### src/alarm_clock_pkg.sv
package alarm_clock_pkg;

  // time of day in seconds, 0 to 86399
  typedef logic [16:0] secs_t;

  // two bcd digits for hour, minute or second
  typedef logic [7:0] bcd2_t;

  // alarm index, 3 falls back to alarm 0
  typedef logic [1:0] alarm_sel_t;

  // burst, gap, burst
  typedef enum logic [1:0] {
    RING_IDLE,
    RING_ON1,
    RING_GAP,
    RING_ON2
  } ring_state_t;

  localparam int SECS_PER_DAY = 86400;

  // 06:00:00, 07:30:00, 23:59:59
  localparam secs_t ALARM0_RESET = 17'd21600;
  localparam secs_t ALARM1_RESET = 17'd27000;
  localparam secs_t ALARM2_RESET = 17'd86399;

  // ring pattern lengths in clock cycles
  localparam int RING_ON_CYCLES  = 5;
  localparam int RING_GAP_CYCLES = 10;

endpackage

### src/alarm.sv
`timescale 1ns/1ns

module alarm import alarm_clock_pkg::*; (
  input  logic       clk,
  input  logic       rst_n,
  input  logic       alarm_load,
  input  secs_t      set_secs,
  input  alarm_sel_t alarm_sel,
  input  secs_t      now_secs,
  input  logic       sec_strobe,
  input  logic       cancel,
  output bcd2_t      alarm_hour_bcd,
  output bcd2_t      alarm_minute_bcd,
  output bcd2_t      alarm_second_bcd,
  output logic       ring
);

  secs_t       alarm_mem [3];
  secs_t       sel_secs;
  alarm_sel_t  sel_idx;
  logic        match;
  ring_state_t state;
  logic [3:0]  cnt;

  // index 3 maps onto alarm 0
  assign sel_idx = (alarm_sel == 2'd3) ? 2'd0 : alarm_sel;

  // alarm storage
  always_ff @(posedge clk or negedge rst_n) begin
    if (!rst_n) begin
      alarm_mem[0] <= ALARM0_RESET;
      alarm_mem[1] <= ALARM1_RESET;
      alarm_mem[2] <= ALARM2_RESET;
    end else if (alarm_load) begin
      alarm_mem[sel_idx] <= set_secs;
    end
  end

  // readback register in front of the converter
  always_ff @(posedge clk or negedge rst_n) begin
    if (!rst_n) begin
      sel_secs <= ALARM0_RESET;
    end else begin
      sel_secs <= alarm_mem[sel_idx];
    end
  end

  secs_to_bcd alarm_disp0 (
    .clk        (clk),
    .rst_n      (rst_n),
    .secs       (sel_secs),
    .hour_bcd   (alarm_hour_bcd),
    .minute_bcd (alarm_minute_bcd),
    .second_bcd (alarm_second_bcd)
  );

  // only on the strobe, so each second matches once
  assign match = sec_strobe && ((now_secs == alarm_mem[0]) ||
                                (now_secs == alarm_mem[1]) ||
                                (now_secs == alarm_mem[2]));

  // ring pattern, a new match restarts it even over cancel
  always_ff @(posedge clk or negedge rst_n) begin
    if (!rst_n) begin
      state <= RING_IDLE;
      cnt   <= '0;
    end else if (match) begin
      state <= RING_ON1;
      cnt   <= '0;
    end else if (cancel) begin
      state <= RING_IDLE;
      cnt   <= '0;
    end else begin
      case (state)
        RING_ON1: begin
          if (cnt == 4'(RING_ON_CYCLES - 1)) begin
            state <= RING_GAP;
            cnt   <= '0;
          end else begin
            cnt <= cnt + 1'b1;
          end
        end
        RING_GAP: begin
          if (cnt == 4'(RING_GAP_CYCLES - 1)) begin
            state <= RING_ON2;
            cnt   <= '0;
          end else begin
            cnt <= cnt + 1'b1;
          end
        end
        RING_ON2: begin
          if (cnt == 4'(RING_ON_CYCLES - 1)) begin
            state <= RING_IDLE;
            cnt   <= '0;
          end else begin
            cnt <= cnt + 1'b1;
          end
        end
        default: begin
          state <= RING_IDLE;
          cnt   <= '0;
        end
      endcase
    end
  end

  // high during either burst
  assign ring = (state == RING_ON1) || (state == RING_ON2);

endmodule

### src/alarm_clock_top.sv
`timescale 1ns/1ns

module alarm_clock_top import alarm_clock_pkg::*; #(
  parameter int CLKS_PER_SEC = 50_000_000
) (
  input  logic       clk,
  input  logic       rst_n,
  input  bcd2_t      set_hour_bcd,
  input  bcd2_t      set_minute_bcd,
  input  bcd2_t      set_second_bcd,
  input  logic       time_set,
  input  logic       alarm_set,
  input  alarm_sel_t alarm_sel,
  input  logic       cancel,
  output bcd2_t      time_hour_bcd,
  output bcd2_t      time_minute_bcd,
  output bcd2_t      time_second_bcd,
  output bcd2_t      alarm_hour_bcd,
  output bcd2_t      alarm_minute_bcd,
  output bcd2_t      alarm_second_bcd,
  output logic       ring
);

  logic  sec_tick;
  logic  sec_strobe;
  logic  time_load;
  logic  alarm_load;
  secs_t set_secs;
  secs_t now_secs;

  tick_gen #(
    .CLKS_PER_SEC (CLKS_PER_SEC)
  ) tick_gen0 (
    .clk      (clk),
    .rst_n    (rst_n),
    .sec_tick (sec_tick)
  );

  // shared set path for time and alarm requests
  bcd_to_secs bcd_to_secs0 (
    .set_hour_bcd   (set_hour_bcd),
    .set_minute_bcd (set_minute_bcd),
    .set_second_bcd (set_second_bcd),
    .time_set       (time_set),
    .alarm_set      (alarm_set),
    .set_secs       (set_secs),
    .time_load      (time_load),
    .alarm_load     (alarm_load)
  );

  time_counter time_counter0 (
    .clk        (clk),
    .rst_n      (rst_n),
    .sec_tick   (sec_tick),
    .time_load  (time_load),
    .set_secs   (set_secs),
    .now_secs   (now_secs),
    .sec_strobe (sec_strobe)
  );

  // time display, two cycles behind now_secs
  secs_to_bcd time_disp0 (
    .clk        (clk),
    .rst_n      (rst_n),
    .secs       (now_secs),
    .hour_bcd   (time_hour_bcd),
    .minute_bcd (time_minute_bcd),
    .second_bcd (time_second_bcd)
  );

  alarm alarm0 (
    .clk              (clk),
    .rst_n            (rst_n),
    .alarm_load       (alarm_load),
    .set_secs         (set_secs),
    .alarm_sel        (alarm_sel),
    .now_secs         (now_secs),
    .sec_strobe       (sec_strobe),
    .cancel           (cancel),
    .alarm_hour_bcd   (alarm_hour_bcd),
    .alarm_minute_bcd (alarm_minute_bcd),
    .alarm_second_bcd (alarm_second_bcd),
    .ring             (ring)
  );

endmodule

### src/bcd_to_secs.sv
`timescale 1ns/1ns

module bcd_to_secs import alarm_clock_pkg::*; (
  input  bcd2_t set_hour_bcd,
  input  bcd2_t set_minute_bcd,
  input  bcd2_t set_second_bcd,
  input  logic  time_set,
  input  logic  alarm_set,
  output secs_t set_secs,
  output logic  time_load,
  output logic  alarm_load
);

  logic [3:0] hour_t, hour_o, min_t, min_o, sec_t, sec_o;
  logic       digits_ok;
  logic       range_ok;
  logic       valid;

  assign hour_t = set_hour_bcd[7:4];
  assign hour_o = set_hour_bcd[3:0];
  assign min_t  = set_minute_bcd[7:4];
  assign min_o  = set_minute_bcd[3:0];
  assign sec_t  = set_second_bcd[7:4];
  assign sec_o  = set_second_bcd[3:0];

  // each digit must be decimal
  assign digits_ok = (hour_t <= 4'd9) && (hour_o <= 4'd9) && (min_t <= 4'd9) &&
                     (min_o <= 4'd9) && (sec_t <= 4'd9) && (sec_o <= 4'd9);

  // hours up to 23, minutes and seconds up to 59
  assign range_ok = ((hour_t < 4'd2) || ((hour_t == 4'd2) && (hour_o <= 4'd3))) &&
                    (min_t <= 4'd5) && (sec_t <= 4'd5);

  assign valid = digits_ok && range_ok;

  // h*3600 + m*60 + s, each field from its two digits
  assign set_secs = (secs_t'(hour_t) * 17'd36000) + (secs_t'(hour_o) * 17'd3600) +
                    (secs_t'(min_t) * 17'd600) + (secs_t'(min_o) * 17'd60) +
                    (secs_t'(sec_t) * 17'd10) + secs_t'(sec_o);

  // bad input drops the request
  assign time_load  = time_set && valid;
  assign alarm_load = alarm_set && valid;

endmodule

### src/secs_to_bcd.sv
`timescale 1ns/1ns

module secs_to_bcd import alarm_clock_pkg::*; (
  input  logic  clk,
  input  logic  rst_n,
  input  secs_t secs,
  output bcd2_t hour_bcd,
  output bcd2_t minute_bcd,
  output bcd2_t second_bcd
);

  logic [4:0]  hour_d, hour_q;
  logic [5:0]  min_d, min_q;
  logic [5:0]  sec_d, sec_q;
  logic [11:0] rem_hour;

  // binary 0..99 to two bcd digits
  function automatic bcd2_t bin_to_bcd(input logic [6:0] v);
    logic [3:0] tens;
    logic [3:0] ones;
    tens = 4'(v / 7'd10);
    ones = 4'(v % 7'd10);
    return {tens, ones};
  endfunction

  // stage one, split by constant division
  assign hour_d   = 5'(secs / 17'd3600);
  assign rem_hour = 12'(secs % 17'd3600);
  assign min_d    = 6'(rem_hour / 12'd60);
  assign sec_d    = 6'(rem_hour % 12'd60);

  always_ff @(posedge clk or negedge rst_n) begin
    if (!rst_n) begin
      hour_q <= '0;
      min_q  <= '0;
      sec_q  <= '0;
    end else begin
      hour_q <= hour_d;
      min_q  <= min_d;
      sec_q  <= sec_d;
    end
  end

  // stage two, to bcd
  always_ff @(posedge clk or negedge rst_n) begin
    if (!rst_n) begin
      hour_bcd   <= '0;
      minute_bcd <= '0;
      second_bcd <= '0;
    end else begin
      hour_bcd   <= bin_to_bcd({2'b00, hour_q});
      minute_bcd <= bin_to_bcd({1'b0, min_q});
      second_bcd <= bin_to_bcd({1'b0, sec_q});
    end
  end

endmodule

### src/tick_gen.sv
`timescale 1ns/1ns

module tick_gen #(
  parameter int CLKS_PER_SEC = 50_000_000
) (
  input  logic clk,
  input  logic rst_n,
  output logic sec_tick
);

  // at least one bit, even for a divide by one
  localparam int CNT_W = (CLKS_PER_SEC > 1) ? $clog2(CLKS_PER_SEC) : 1;

  logic [CNT_W-1:0] cnt;

  // count 0 .. CLKS_PER_SEC-1, pulse on the wrap
  always_ff @(posedge clk or negedge rst_n) begin
    if (!rst_n) begin
      cnt      <= '0;
      sec_tick <= 1'b0;
    end else begin
      if (cnt == CNT_W'(CLKS_PER_SEC - 1)) begin
        cnt      <= '0;
        sec_tick <= 1'b1;
      end else begin
        cnt      <= cnt + 1'b1;
        sec_tick <= 1'b0;
      end
    end
  end

endmodule

### src/time_counter.sv
`timescale 1ns/1ns

module time_counter import alarm_clock_pkg::*; (
  input  logic  clk,
  input  logic  rst_n,
  input  logic  sec_tick,
  input  logic  time_load,
  input  secs_t set_secs,
  output secs_t now_secs,
  output logic  sec_strobe
);

  secs_t next_secs;

  // wrap at midnight
  assign next_secs = (now_secs == secs_t'(SECS_PER_DAY - 1)) ? '0 : now_secs + 1'b1;

  // load wins over tick, and a load does not raise the strobe
  always_ff @(posedge clk or negedge rst_n) begin
    if (!rst_n) begin
      now_secs   <= '0;
      sec_strobe <= 1'b0;
    end else begin
      if (time_load) begin
        now_secs   <= set_secs;
        sec_strobe <= 1'b0;
      end else if (sec_tick) begin
        now_secs   <= next_secs;
        sec_strobe <= 1'b1;
      end else begin
        sec_strobe <= 1'b0;
      end
    end
  end

endmodule

### config.mk
export PLATFORM = sky130hd
export DESIGN_NAME = alarm_clock_top
export DESIGN_NICKNAME = d
export VERILOG_FILES = /design/src/alarm_clock_pkg.sv /design/src/alarm.sv /design/src/alarm_clock_top.sv /design/src/bcd_to_secs.sv /design/src/secs_to_bcd.sv /design/src/tick_gen.sv /design/src/time_counter.sv
export SDC_FILE = /design/constraint.sdc
export NUM_CORES = 1
export LEC_CHECK = 0
export ABC_AREA = 1
export BUFFER_PORTS_ARGS = -buffer_cell sky130_fd_sc_hd__buf_2
export CORE_AREA = 2 2 190 192
export CTS_CLUSTER_SIZE = 10
export DETAILED_ROUTE_END_ITERATION = 12
export DIE_AREA = 0 0 192 194
export PLACE_DENSITY = 0.63
export SLEW_MARGIN = 0
export SYNTH_ARGS = -nofsm -noshare
export SYNTH_HDL_FRONTEND = slang
export SYNTH_HIERARCHICAL = 1
export SYNTH_SLANG_ARGS = --single-unit
### constraint.sdc
create_clock -name clk -period 10.65 [get_ports clk]
set_clock_uncertainty 0.2 [all_clocks]
set_input_delay 1.065 -clock clk [delete_from_list [all_inputs] [get_ports clk]]
set_output_delay 1.065 -clock clk [all_outputs]
set_load 0.01 [all_outputs]
==> results of run 1 <==
## cell type report
cell class | instances | area share (%)
Tap cell | 461 | 3.05
Clock buffer | 17 | 2.25
Inverter | 406 | 8.07
Timing Repair Buffer | 77 | 2.17
Multi-Input combinational cell | 1863 | 57.9
Clock inverter | 15 | 0.808
Sequential cell | 193 | 25.8
Antenna cell | 1 | 0.0132
## critical path: cells and delay by family, from the launching register on
family | cells | cell delay (ns)
compound gates | 4 | 0.94
buf+inv | 2 | 0.21
flops | 1 | 0.56
simple gates | 47 | 5.12
## per-layer routing
metal	up-vias	wire (µm)	global-route usage, %
met5	-	0	0
met4	0	674	6.19
met3	50	1380	2.08
met2	284	20200	40.8
met1	7257	18600	29.9
li1	8009	-	-
## logic make-up after synthesis
| family | count (synthesis) | synth area share, % |
|---|---|---|
| AND/OR/NAND/NOR | 1266 | 33.1 |
| buffers and inverters | 436 | 9.72 |
| AO/OA/AOI/OAI | 307 | 10.3 |
| flip-flops | 193 | 27.8 |
| adder cells (fa/ha/maj) | 162 | 13.0 |
| XOR/XNOR | 118 | 5.91 |
| other | 2 | 0.0430 |
| multiplexers | 2 | 0.115 |
## flip-flops by register name, indices dropped and copies added (netlist names), 7 cells and up
register,count
alarm0/alarm_disp0/minute_bcd,7
alarm0/alarm_disp0/second_bcd,7
alarm0/alarm_mem,51
alarm0/sel_secs,17
tick_gen0/cnt,26
time_counter0/now_secs,17
time_disp0/minute_bcd,7
time_disp0/second_bcd,7
## per-stage QoR
step / cell area [µm²] / instances / setup WS, ns / utilization, %
floorplan: 17500 / 2492 / 4.49 / -
global placement: 18300 / 3000 / 3.84 / 52.0
detailed placement: 18300 / 3000 / 3.57 / 52.0
CTS: 18900 / 3032 / 3.54 / 53.6
global route: 18900 / 3032 / 2.52 / 53.6
finish: 18900 / 3033 / 3.48 / 53.6
## worst paths after layout
check | startpoint | to | slack, ns | depth (start not counted)
setup / recovery | time_counter0/now_secs[10]$_DFFE_PN0P_ | time_disp0/sec_q[2]$_DFF_PN0_ | 3.48 | 53
hold / removal | alarm0/alarm_disp0/min_q[0]$_DFF_PN0_ | alarm0/alarm_disp0/minute_bcd[0]$_DFF_PN0_ | 0.18 | 0
setup reg to reg | time_counter0/now_secs[10]$_DFFE_PN0P_ | time_disp0/sec_q[2]$_DFF_PN0_ | 3.48 | 53
hold reg to reg | alarm0/alarm_disp0/min_q[0]$_DFF_PN0_ | alarm0/alarm_disp0/minute_bcd[0]$_DFF_PN0_ | 0.18 | 0
max in group asynchronous | rst_n | time_disp0/hour_q[4]$_DFF_PN0_ | 7.83 | 3
min in group asynchronous | rst_n | alarm0/alarm_disp0/hour_q[4]$_DFF_PN0_ | 0.44 | 1
## power by group through the flow
| stage | sequential [mW] | combinational, mW | clock (mW) |
|---|---|---|---|
| 2_1_floorplan | 1.03 | 3.39 | 0 |
| 3_3_place_gp | 1.03 | 4.27 | 0 |
| 3_5_place_dp | 1.03 | 4.36 | 0 |
| 4_1_cts | 1.02 | 4.37 | 0.671 |
| 5_1_grt | 1.04 | 5.05 | 0.700 |
| 6_report | 1.02 | 4.39 | 0.650 |
## placed cells by master, fill, tap and decap left out, types with 4 or more instances in the layout
cell / n
a22oi_1: 16
buf_4: 6
nand4_1: 48
a21o_1: 4
o21ai_0: 143
xor2_1: 77
nand4_2: 4
nand2_4: 15
ha_1: 130
nor4_1: 6
o21bai_1: 8
xnor2_1: 41
a21boi_0: 4
clkinv_1: 4
nor2_1: 239
clkbuf_16: 17
o211ai_1: 9
o21ai_1: 33
o21ai_2: 14
nand3_4: 5
conb_1: 8
dfrtp_1: 164
fa_1: 32
o22ai_1: 8
nand3_1: 158
o21bai_2: 7
nor2_2: 21
nand3_2: 25
a31oi_1: 11
nor3_1: 5
nand2_1: 653
inv_1: 372
dfstp_2: 29
nand3b_1: 4
a21oi_1: 41
inv_2: 30
nor2_4: 7
inv_6: 4
nand2_2: 66
buf_2: 70
==> results.yml, run 1 <==
job:
  cap_violations: 0
pwr:
  p_sw_mw: 3.38
  leakage_nw: 9.93
  combPwrFrac_pct: 72.5
  ir_drop_mv: 0.503
  finalPower_mw: 6.06
  clkPwrFrac_pct: 10.7
  netSwitchingFraction_pct: 55.7
  intPower_mw: 2.68
  power_frac_seq_pct: 16.8
  power_density_nw_per_um2: 321
layout:
  fill_cells: 3388
  nets: 2751
  syn2layout_area_growth_pct: 8.09
  final-seq-area_um2: 4870
  drive_gt1_share_pct: 13.1
  multi_input_area_um2: 10900
global_route:
  overflow: 0
  grt_pass1_vias: 15450
  grt_usage_pct: 23.0
  antenna_found_initial: 0
  grt_pass1_wl_um: 71100
  grt_max_degree: 81
route:
  drt_iter0_drc: 900
  vias_per_cell: 5.14
  vias: 15600
  first_pass_iters: 7
  drt-total-wl_um: 40900
  antenna_left: 0
  wire_per_inst_um: 13.5
  post-route-drc-count: 0
critical_path:
  worst-path-max-fanout: 13
  worstSetupEndpointType: "flip-flop"
  slowest_stage: "dfrtp_1"
  crit_type: "flip-flop to flip-flop"
  worstPathArrival_ns: 7.30
  crit_path_start_kind: "flip-flop"
  crit_top_cell: "nand2_2"
  required_ns: 10.78
  cp_slowest_stage_delay_ns: 0.56
yosys:
  synth_cells: 2486
  synth_most_common_cell: "nand2_1"
  yosysSeqAreaShare_pct: 27.8
  synth_edf_count: 0
  synth_top_cell_by_area: "dfrtp_1"
  ys_warn_count: 6
  ys_top_cells_by_count: "nand2_1 (653), inv_1 (372), nor2_1 (239)"
  synth_seq_cells: 193
  syn_area_per_cell_um2: 7.03
  synthDistinctLibCells: 51
  async_flop_share_pct: 100
  synth_area_leaders: "dfrtp_1 (23%), nand2_1 (14%), ha_1 (9.3%)"
  synth-main-ff-cell: "dfrtp_1"
  syn_area_um2: 17500
  netlist.area_leader.share_pct: 23.5
sta:
  min_period_ns: 7.17
  rsz0062_at_grt: "false"
  tns_ns: 0
  drv_slew: 0
  finalCritPeriodShare_pct: 67.4
  relSlewSlack_pct: 24.7
  max_freq_ghz: 0.139
  timing.hold.ws_ns: 0.184
  tightest_slew_ns: 1.13
  hold_viol_final: 0
  setup_viol: 0
cts:
  cts.sinks: 193
  cts_buffers: 17
  cts_tree: "yes"
  htree_levels: 4
  clockBufferDepth: 2
  worstSkewPairLatency_ns: 0.44
  postCtsSetupRepairBufs: 0
  post_cts_resized: 0
  postCtsHoldBufs: 0
  cts_root_buf: "clkbuf_16"
  clk_pin_slew_ns: 0.08
placement:
  dp_hpwl_um: 32000
  place.gp.congestion: 0.889
  portBuffers: 71
outcome:
  outcome: "complete, no violations"
floorplan:
  die_w_um: 192
  start_util_pct: 49.6
  coreArea_um2: 35200
  io_pins: 80
  num_rows: 69
  die_area_um2: 37200
  die_height_um: 194
min_path:
  hold_class: "flip-flop to flip-flop"
Note: power is estimated with default switching activity, not from simulation.
==> run 2: changes to the inputs <==
--- a/config.mk
+++ b/config.mk
@@ -11,7 +11,7 @@
 export CTS_CLUSTER_SIZE = 10
 export DETAILED_ROUTE_END_ITERATION = 12
 export DIE_AREA = 0 0 192 194
-export PLACE_DENSITY = 0.63
+export PLACE_DENSITY = 0.65
 export SLEW_MARGIN = 0
 export SYNTH_ARGS = -nofsm -noshare
 export SYNTH_HDL_FRONTEND = slang
==> constraint.sdc (replaced) <==
create_clock -name clk -period 5.8 [get_ports clk]
set_clock_uncertainty 0.2 [all_clocks]
set_input_delay 0.58 -clock clk [delete_from_list [all_inputs] [get_ports clk]]
set_output_delay 0.58 -clock clk [all_outputs]
set_load 0.01 [all_outputs]
==> run 2 against run 1 <==
The run now ends with negative setup slack left. Final area rose by 17%. Global-route usage rose by 0.61 points. Cell count rose by 9.3%. Flip-flop and latch count did not move. Maximum frequency rose by 6.8%.
==> results.yml, run 2 (synthesis gave the netlist of run 1 again) <==
min_path:
  min_from: "time_disp0/min_q[0]$_DFF_PN0_"
  hold_class: "flip-flop to flip-flop"
  min_path_cells: 0
  hold_end: "time_disp0/minute_bcd[0]$_DFF_PN0_"
sta:
  rsz0062_at_grt: "true"
  relSlewSlack_pct: 22.5
  timing.final.ws_setup_ns: -0.915
  drv_slew: 0
  max_freq_ghz: 0.149
  min_period_ns: 6.72
  tightest_slew_ns: 1.16
  setup_viol: 14
  hold_viol_final: 0
  finalCritPeriodShare_pct: 116
  timing.hold.ws_ns: 0.202
global_route:
  antenna_found_initial: 0
  grt_usage_pct: 23.6
  busiest_layer: "met2"
  grtUsageMet3_pct: 2.37
  grt_max_degree: 84
  grt_use_met2_pct: 43.0
  overflow: 0
  grt_pass1_vias: 16282
  use_met1_pct: 29.8
  grt_pass1_wl_um: 73300
critical_path:
  worstSetupEndpointType: "flip-flop"
  required_ns: 5.93
  crit_type: "flip-flop to flip-flop"
  reg2reg_depth: 57
  reg2reg_from: "time_counter0/now_secs[10]$_DFFE_PN0P_"
  worstPathArrival_ns: 6.85
  crit_top_cell: "nand2_4"
  rrSetupSlack_ns: -0.92
  slowest_stage: "dfrtp_2"
  crit_family: "simple AND/OR/NAND/NOR gates"
  reg2reg_to: "time_disp0/sec_q[2]$_DFF_PN0_"
  path_buf_inv: 4
  crit_start: "time_counter0/now_secs[10]$_DFFE_PN0P_"
  worst-path-max-fanout: 8
  crit_path_start_kind: "flip-flop"
  cp_slowest_stage_delay_ns: 0.43
pwr:
  power_density_nw_per_um2: 659
  leakage_nw: 11.6
  finalPower_mw: 14.6
  ir_drop_mv: 0.825
cts:
  cts_tree: "yes"
  worstSkewPairLatency_ns: 0.46
  htree_levels: 4
  cts.sinks: 193
  clockBufferDepth: 2
  clk_pin_slew_ns: 0.09
  cts_root_buf: "clkbuf_16"
  cts_buffers: 17
layout:
  stdcell_area_um2: 22200
  drive_gt1_share_pct: 27.6
  nets: 3035
  largest_reg_flops: 51
  top_register: "alarm0/alarm_mem"
  diodes: 0
  final_util_pct: 63.0
  final_common_cell: "nand2_1"
  layout_common_cells: "nand2_1 (601), inv_1 (359), buf_4 (277), nor2_1 (195), dfrtp_1 (156)"
  syn2layout_area_growth_pct: 26.9
  largestRegisters: "alarm0/alarm_mem (51), tick_gen0/cnt (26)"
route:
  drt-total-wl_um: 43700
  first_pass_iters: 5
  vias: 16883
  drt_iter0_drc: 958
  wire_per_inst_um: 13.2
  antenna_left: 0
  vias_per_cell: 5.09
  post-route-drc-count: 0
placement:
  dp_hpwl_um: 32600
  portBuffers: 71
  place_ws_ns: -0.788
  place.gp.congestion: 0.886
  placed_area_um2: 20100
floorplan:
  die_area_um2: 37200
  start_util_pct: 49.6
  num_rows: 69
  die_height_um: 194
  io_pins: 80
  coreArea_um2: 35200
  die_w_um: 192
outcome:
  violations: "negative setup slack"
  outcome: "finished with violations"
job:
  cap_violations: 0
run 2: worst register-to-register path: cells and delay by family (launching register included):
kind | cells | cell delay (ns)
flip-flops | 1 | 0.43
AND/OR/NAND/NOR | 51 | 5.20
AO/OA/AOI/OAI | 2 | 0.48
buffers and inverters | 4 | 0.33
run 2: area by class of cell:
type | instances | area (µm²)
inverters | 406 | 1530
multi-input cells | 1863 | 12000
flip-flops and latches | 193 | 4880
repair buffers | 361 | 2590
clock inverters | 15 | 180
well taps | 461 | 577
clock buffers | 17 | 425
fillers | 3121 | 13000
run 2: per-layer routing:
metal / up-vias / part of all wire [%]
met4: 0 / 1.7
met2: 310 / 51
li1: 8590 / -
met1: 7929 / 44
met5: - / 0
met3: 54 / 3.3
run 2: where the power goes:
part | leakage, nW | switching [mW] | total, mW | internal, mW
sequential | 2.41 | 0.142 | 1.82 | 1.68
combinational | 8.89 | 6.82 | 11.6 | 4.76
clock | 0.292 | 0.614 | 1.20 | 0.589
total | 11.6 | 7.58 | 14.6 | 7.02
run 2: worst max-delay path by stage:
| stage | to | slack (ns) | cells after the start |
|---|---|---|---|
| floorplan | time_disp0/sec_q[2]$_DFF_PN0_ | -0.19 | 61 |
| global placement | time_disp0/sec_q[2]$_DFF_PN0_ | -0.58 | 60 |
| detailed placement | time_disp0/sec_q[2]$_DFF_PN0_ | -0.79 | 59 |
| CTS | time_disp0/sec_q[2]$_DFF_PN0_ | -0.62 | 58 |
| global route | time_disp0/sec_q[2]$_DFF_PN0_ | -1.41 | 56 |
| finish | time_disp0/sec_q[2]$_DFF_PN0_ | -0.92 | 57 |
run 2: timing repair:
action	in CTS	in global routing
gates cloned	0	0
pin swaps	49	106
endpoints found under the setup margin	12	16
endpoints found under the hold margin	11	0
gates resized for setup	91	123
buffers inserted	50	36
hold buffers	1	0
run 2: through the flow:
stage	TNS (ns)	instances
after global placement	-4.82	3198
after detailed placement	-7.52	3198
after global routing	-16.43	3316
final	-9.75	3316
after floorplan	-1.32	2492
after CTS	-5.99	3281
==> run 3: changes to the inputs <==
--- a/config.mk
+++ b/config.mk
@@ -7,11 +7,12 @@
 export LEC_CHECK = 0
 export ABC_AREA = 1
 export BUFFER_PORTS_ARGS = -buffer_cell sky130_fd_sc_hd__buf_2
-export CORE_AREA = 2 2 190 192
+export CORE_AREA = 2 2 279 281
 export CTS_CLUSTER_SIZE = 10
 export DETAILED_ROUTE_END_ITERATION = 12
-export DIE_AREA = 0 0 192 194
-export PLACE_DENSITY = 0.65
+export DIE_AREA = 0 0 281 283
+export PLACE_DENSITY = 0.34
+export RECOVER_POWER = 25
 export SLEW_MARGIN = 0
 export SYNTH_ARGS = -nofsm -noshare
 export SYNTH_HDL_FRONTEND = slang
==> run 3 against run 2 <==
The flow finishes with violations (max-capacitance violations, max-slew violations, negative setup slack). Cell count rose by 18%. Non-clock buffer count increased by 21. Routed wire length rose by 16%. Sequential share of layout area fell by 0.98 points. Core utilization fell by 33 points. Via count down 2.7%. Flip-flop and latch count unchanged. Setup slack better by 0.20 ns. Maximum frequency grew 3.1%. Critical path type unchanged.
==> results.yml, run 3 (synthesis gave the netlist of run 1 again) <==
critical_path:
  crit_type: "flip-flop to flip-flop"
  slowest_stage: "dfrtp_2"
  reg2reg_from: "time_counter0/now_secs[9]$_DFFE_PN0P_"
  reg2reg_to: "time_disp0/sec_q[4]$_DFF_PN0_"
  worstPathArrival_ns: 6.70
  rrSetupSlack_ns: -0.72
  crit_path_start_kind: "flip-flop"
  crit_top_cell: "nand2_4"
  worstSetupEndpointType: "flip-flop"
  reg2reg_depth: 56
  cp_slowest_stage_delay_ns: 0.43
  worst-path-max-fanout: 8
  required_ns: 5.98
sta:
  timing.final.ws_setup_ns: -0.716
  finalCritPeriodShare_pct: 112
  tightest_slew_ns: 3.78
  rsz0062_at_grt: "true"
  drv_slew: 65
  max_freq_ghz: 0.153
  setup_viol: 13
  hold_viol_final: 0
  relSlewSlack_pct: -152
  timing.hold.ws_ns: 0.193
  min_period_ns: 6.52
layout:
  syn2layout_area_growth_pct: 32.8
  largestRegisters: "alarm0/alarm_mem (51), tick_gen0/cnt (26)"
  layout_common_cells: "nand2_1 (591), inv_1 (356), buf_4 (300), nor2_1 (197), dfrtp_1 (156)"
  fill_cells: 8300
  top_register: "alarm0/alarm_mem"
  drive_gt1_share_pct: 28.3
  final_common_cell: "nand2_1"
  final_util_pct: 30.3
  diodes: 0
  stdcell_area_um2: 23200
  nets: 3056
  largest_reg_flops: 51
global_route:
  busiest_layer: "met2"
  grtUsageMet3_pct: 1.77
  overflow: 0
  grt_pass1_wl_um: 84200
  grt_pass1_vias: 16774
  use_met1_pct: 17.1
  grt_usage_pct: 13.1
  antenna_found_initial: 0
  grt_use_met2_pct: 22.5
  grt_max_degree: 130
floorplan:
  die_w_um: 281
  die_area_um2: 79500
  start_util_pct: 22.8
  die_height_um: 283
  num_rows: 102
  coreArea_um2: 76700
  io_pins: 80
outcome:
  violations: "max-capacitance violations, max-slew violations, negative setup slack"
  outcome: "finished with violations"
cts:
  cts_tree: "yes"
  clockBufferDepth: 2
  cts_root_buf: "clkbuf_16"
  htree_levels: 4
  cts.sinks: 193
  clk_pin_slew_ns: 0.08
  cts_buffers: 17
  worstSkewPairLatency_ns: 0.49
route:
  first_pass_iters: 5
  drt_iter0_drc: 663
  wire_per_inst_um: 12.9
  antenna_left: 0
  vias_per_cell: 4.19
  vias: 16419
  post-route-drc-count: 0
  drt-total-wl_um: 50600
min_path:
  hold_class: "flip-flop to flip-flop"
  min_path_cells: 0
  hold_end: "time_disp0/minute_bcd[0]$_DFF_PN0_"
  min_from: "time_disp0/min_q[0]$_DFF_PN0_"
placement:
  portBuffers: 71
  placed_area_um2: 21200
  place.gp.congestion: 0.796
  place_ws_ns: -0.983
  dp_hpwl_um: 39500
job:
  cap_violations: 1
## run 3: cell count changes in the layout (fill, tap and decap cells not counted), moves of 9 or more
cell      change
clkbuf_1     +14
nand2_4       +9
buf_2        -13
nand2_1      -10
nand3_1       -9
buf_4        +23
## run 3: worst max-delay path by stage
| stage | startpoint | end | cells past startpoint |
|---|---|---|---|
| floorplan | time_counter0/now_secs[10]$_DFFE_PN0P_ | time_disp0/sec_q[2]$_DFF_PN0_ | 61 |
| global placement | time_counter0/now_secs[11]$_DFFE_PN0P_ | time_disp0/sec_q[5]$_DFF_PN0_ | 54 |
| detailed placement | time_counter0/now_secs[13]$_DFFE_PN0P_ | time_disp0/sec_q[5]$_DFF_PN0_ | 54 |
| CTS | alarm0/sel_secs[10]$_DFF_PN1_ | alarm0/alarm_disp0/sec_q[2]$_DFF_PN0_ | 59 |
| global route | alarm0/sel_secs[10]$_DFF_PN1_ | alarm0/alarm_disp0/sec_q[2]$_DFF_PN0_ | 59 |
| finish | time_counter0/now_secs[9]$_DFFE_PN0P_ | time_disp0/sec_q[4]$_DFF_PN0_ | 56 |
## run 3: timing repair
action                     in CTS  in global routing
setup endpoints to repair      14                 16
hold buffers                    1                  0
pin swaps                      49                 72
resized for setup             133                127
buffers inserted               40                 27
hold endpoints to repair       64                  0
## run 3: critical path: cells and delay by family, from the launching register on
kind / cells / cell delay [ns]
AOI/OAI and AO/OA: 5 / 0.88
buffers and inverters: 8 / 0.73
DFF: 1 / 0.43
and+or+nand+nor: 43 / 4.18
## run 3: per-stage QoR
stage / TNS [ns] / std cells
global route: -14.46 / 3915
CTS: -5.87 / 3892
floorplan: -1.32 / 2492
global placement: -8.33 / 3821
finish: -7.14 / 3915
detailed placement: -9.40 / 3821
## run 3: metal layers
metal	wire length, µm	vias to the layer above
li1	-	8623
met2	24300	152
met3	998	33
met1	24600	7611
met5	0	-
met4	661	0
## run 3: layout make-up
cell class / instances / area, µm² / area share (%)
Inverter: 406 / 1540 / 6.62
Tap cell: 1040 / 1300 / 5.61
Clock buffer: 17 / 425 / 1.83
Multi-Input combinational cell: 1863 / 12200 / 52.5
Clock inverter: 14 / 145 / 0.625
Sequential cell: 193 / 4880 / 21.0
Timing Repair Buffer: 382 / 2730 / 11.8
Power of run 3 is left out: the tool's default activity adds up to more than one toggle a clock period on the data nets, which glitch-free logic cannot reach.
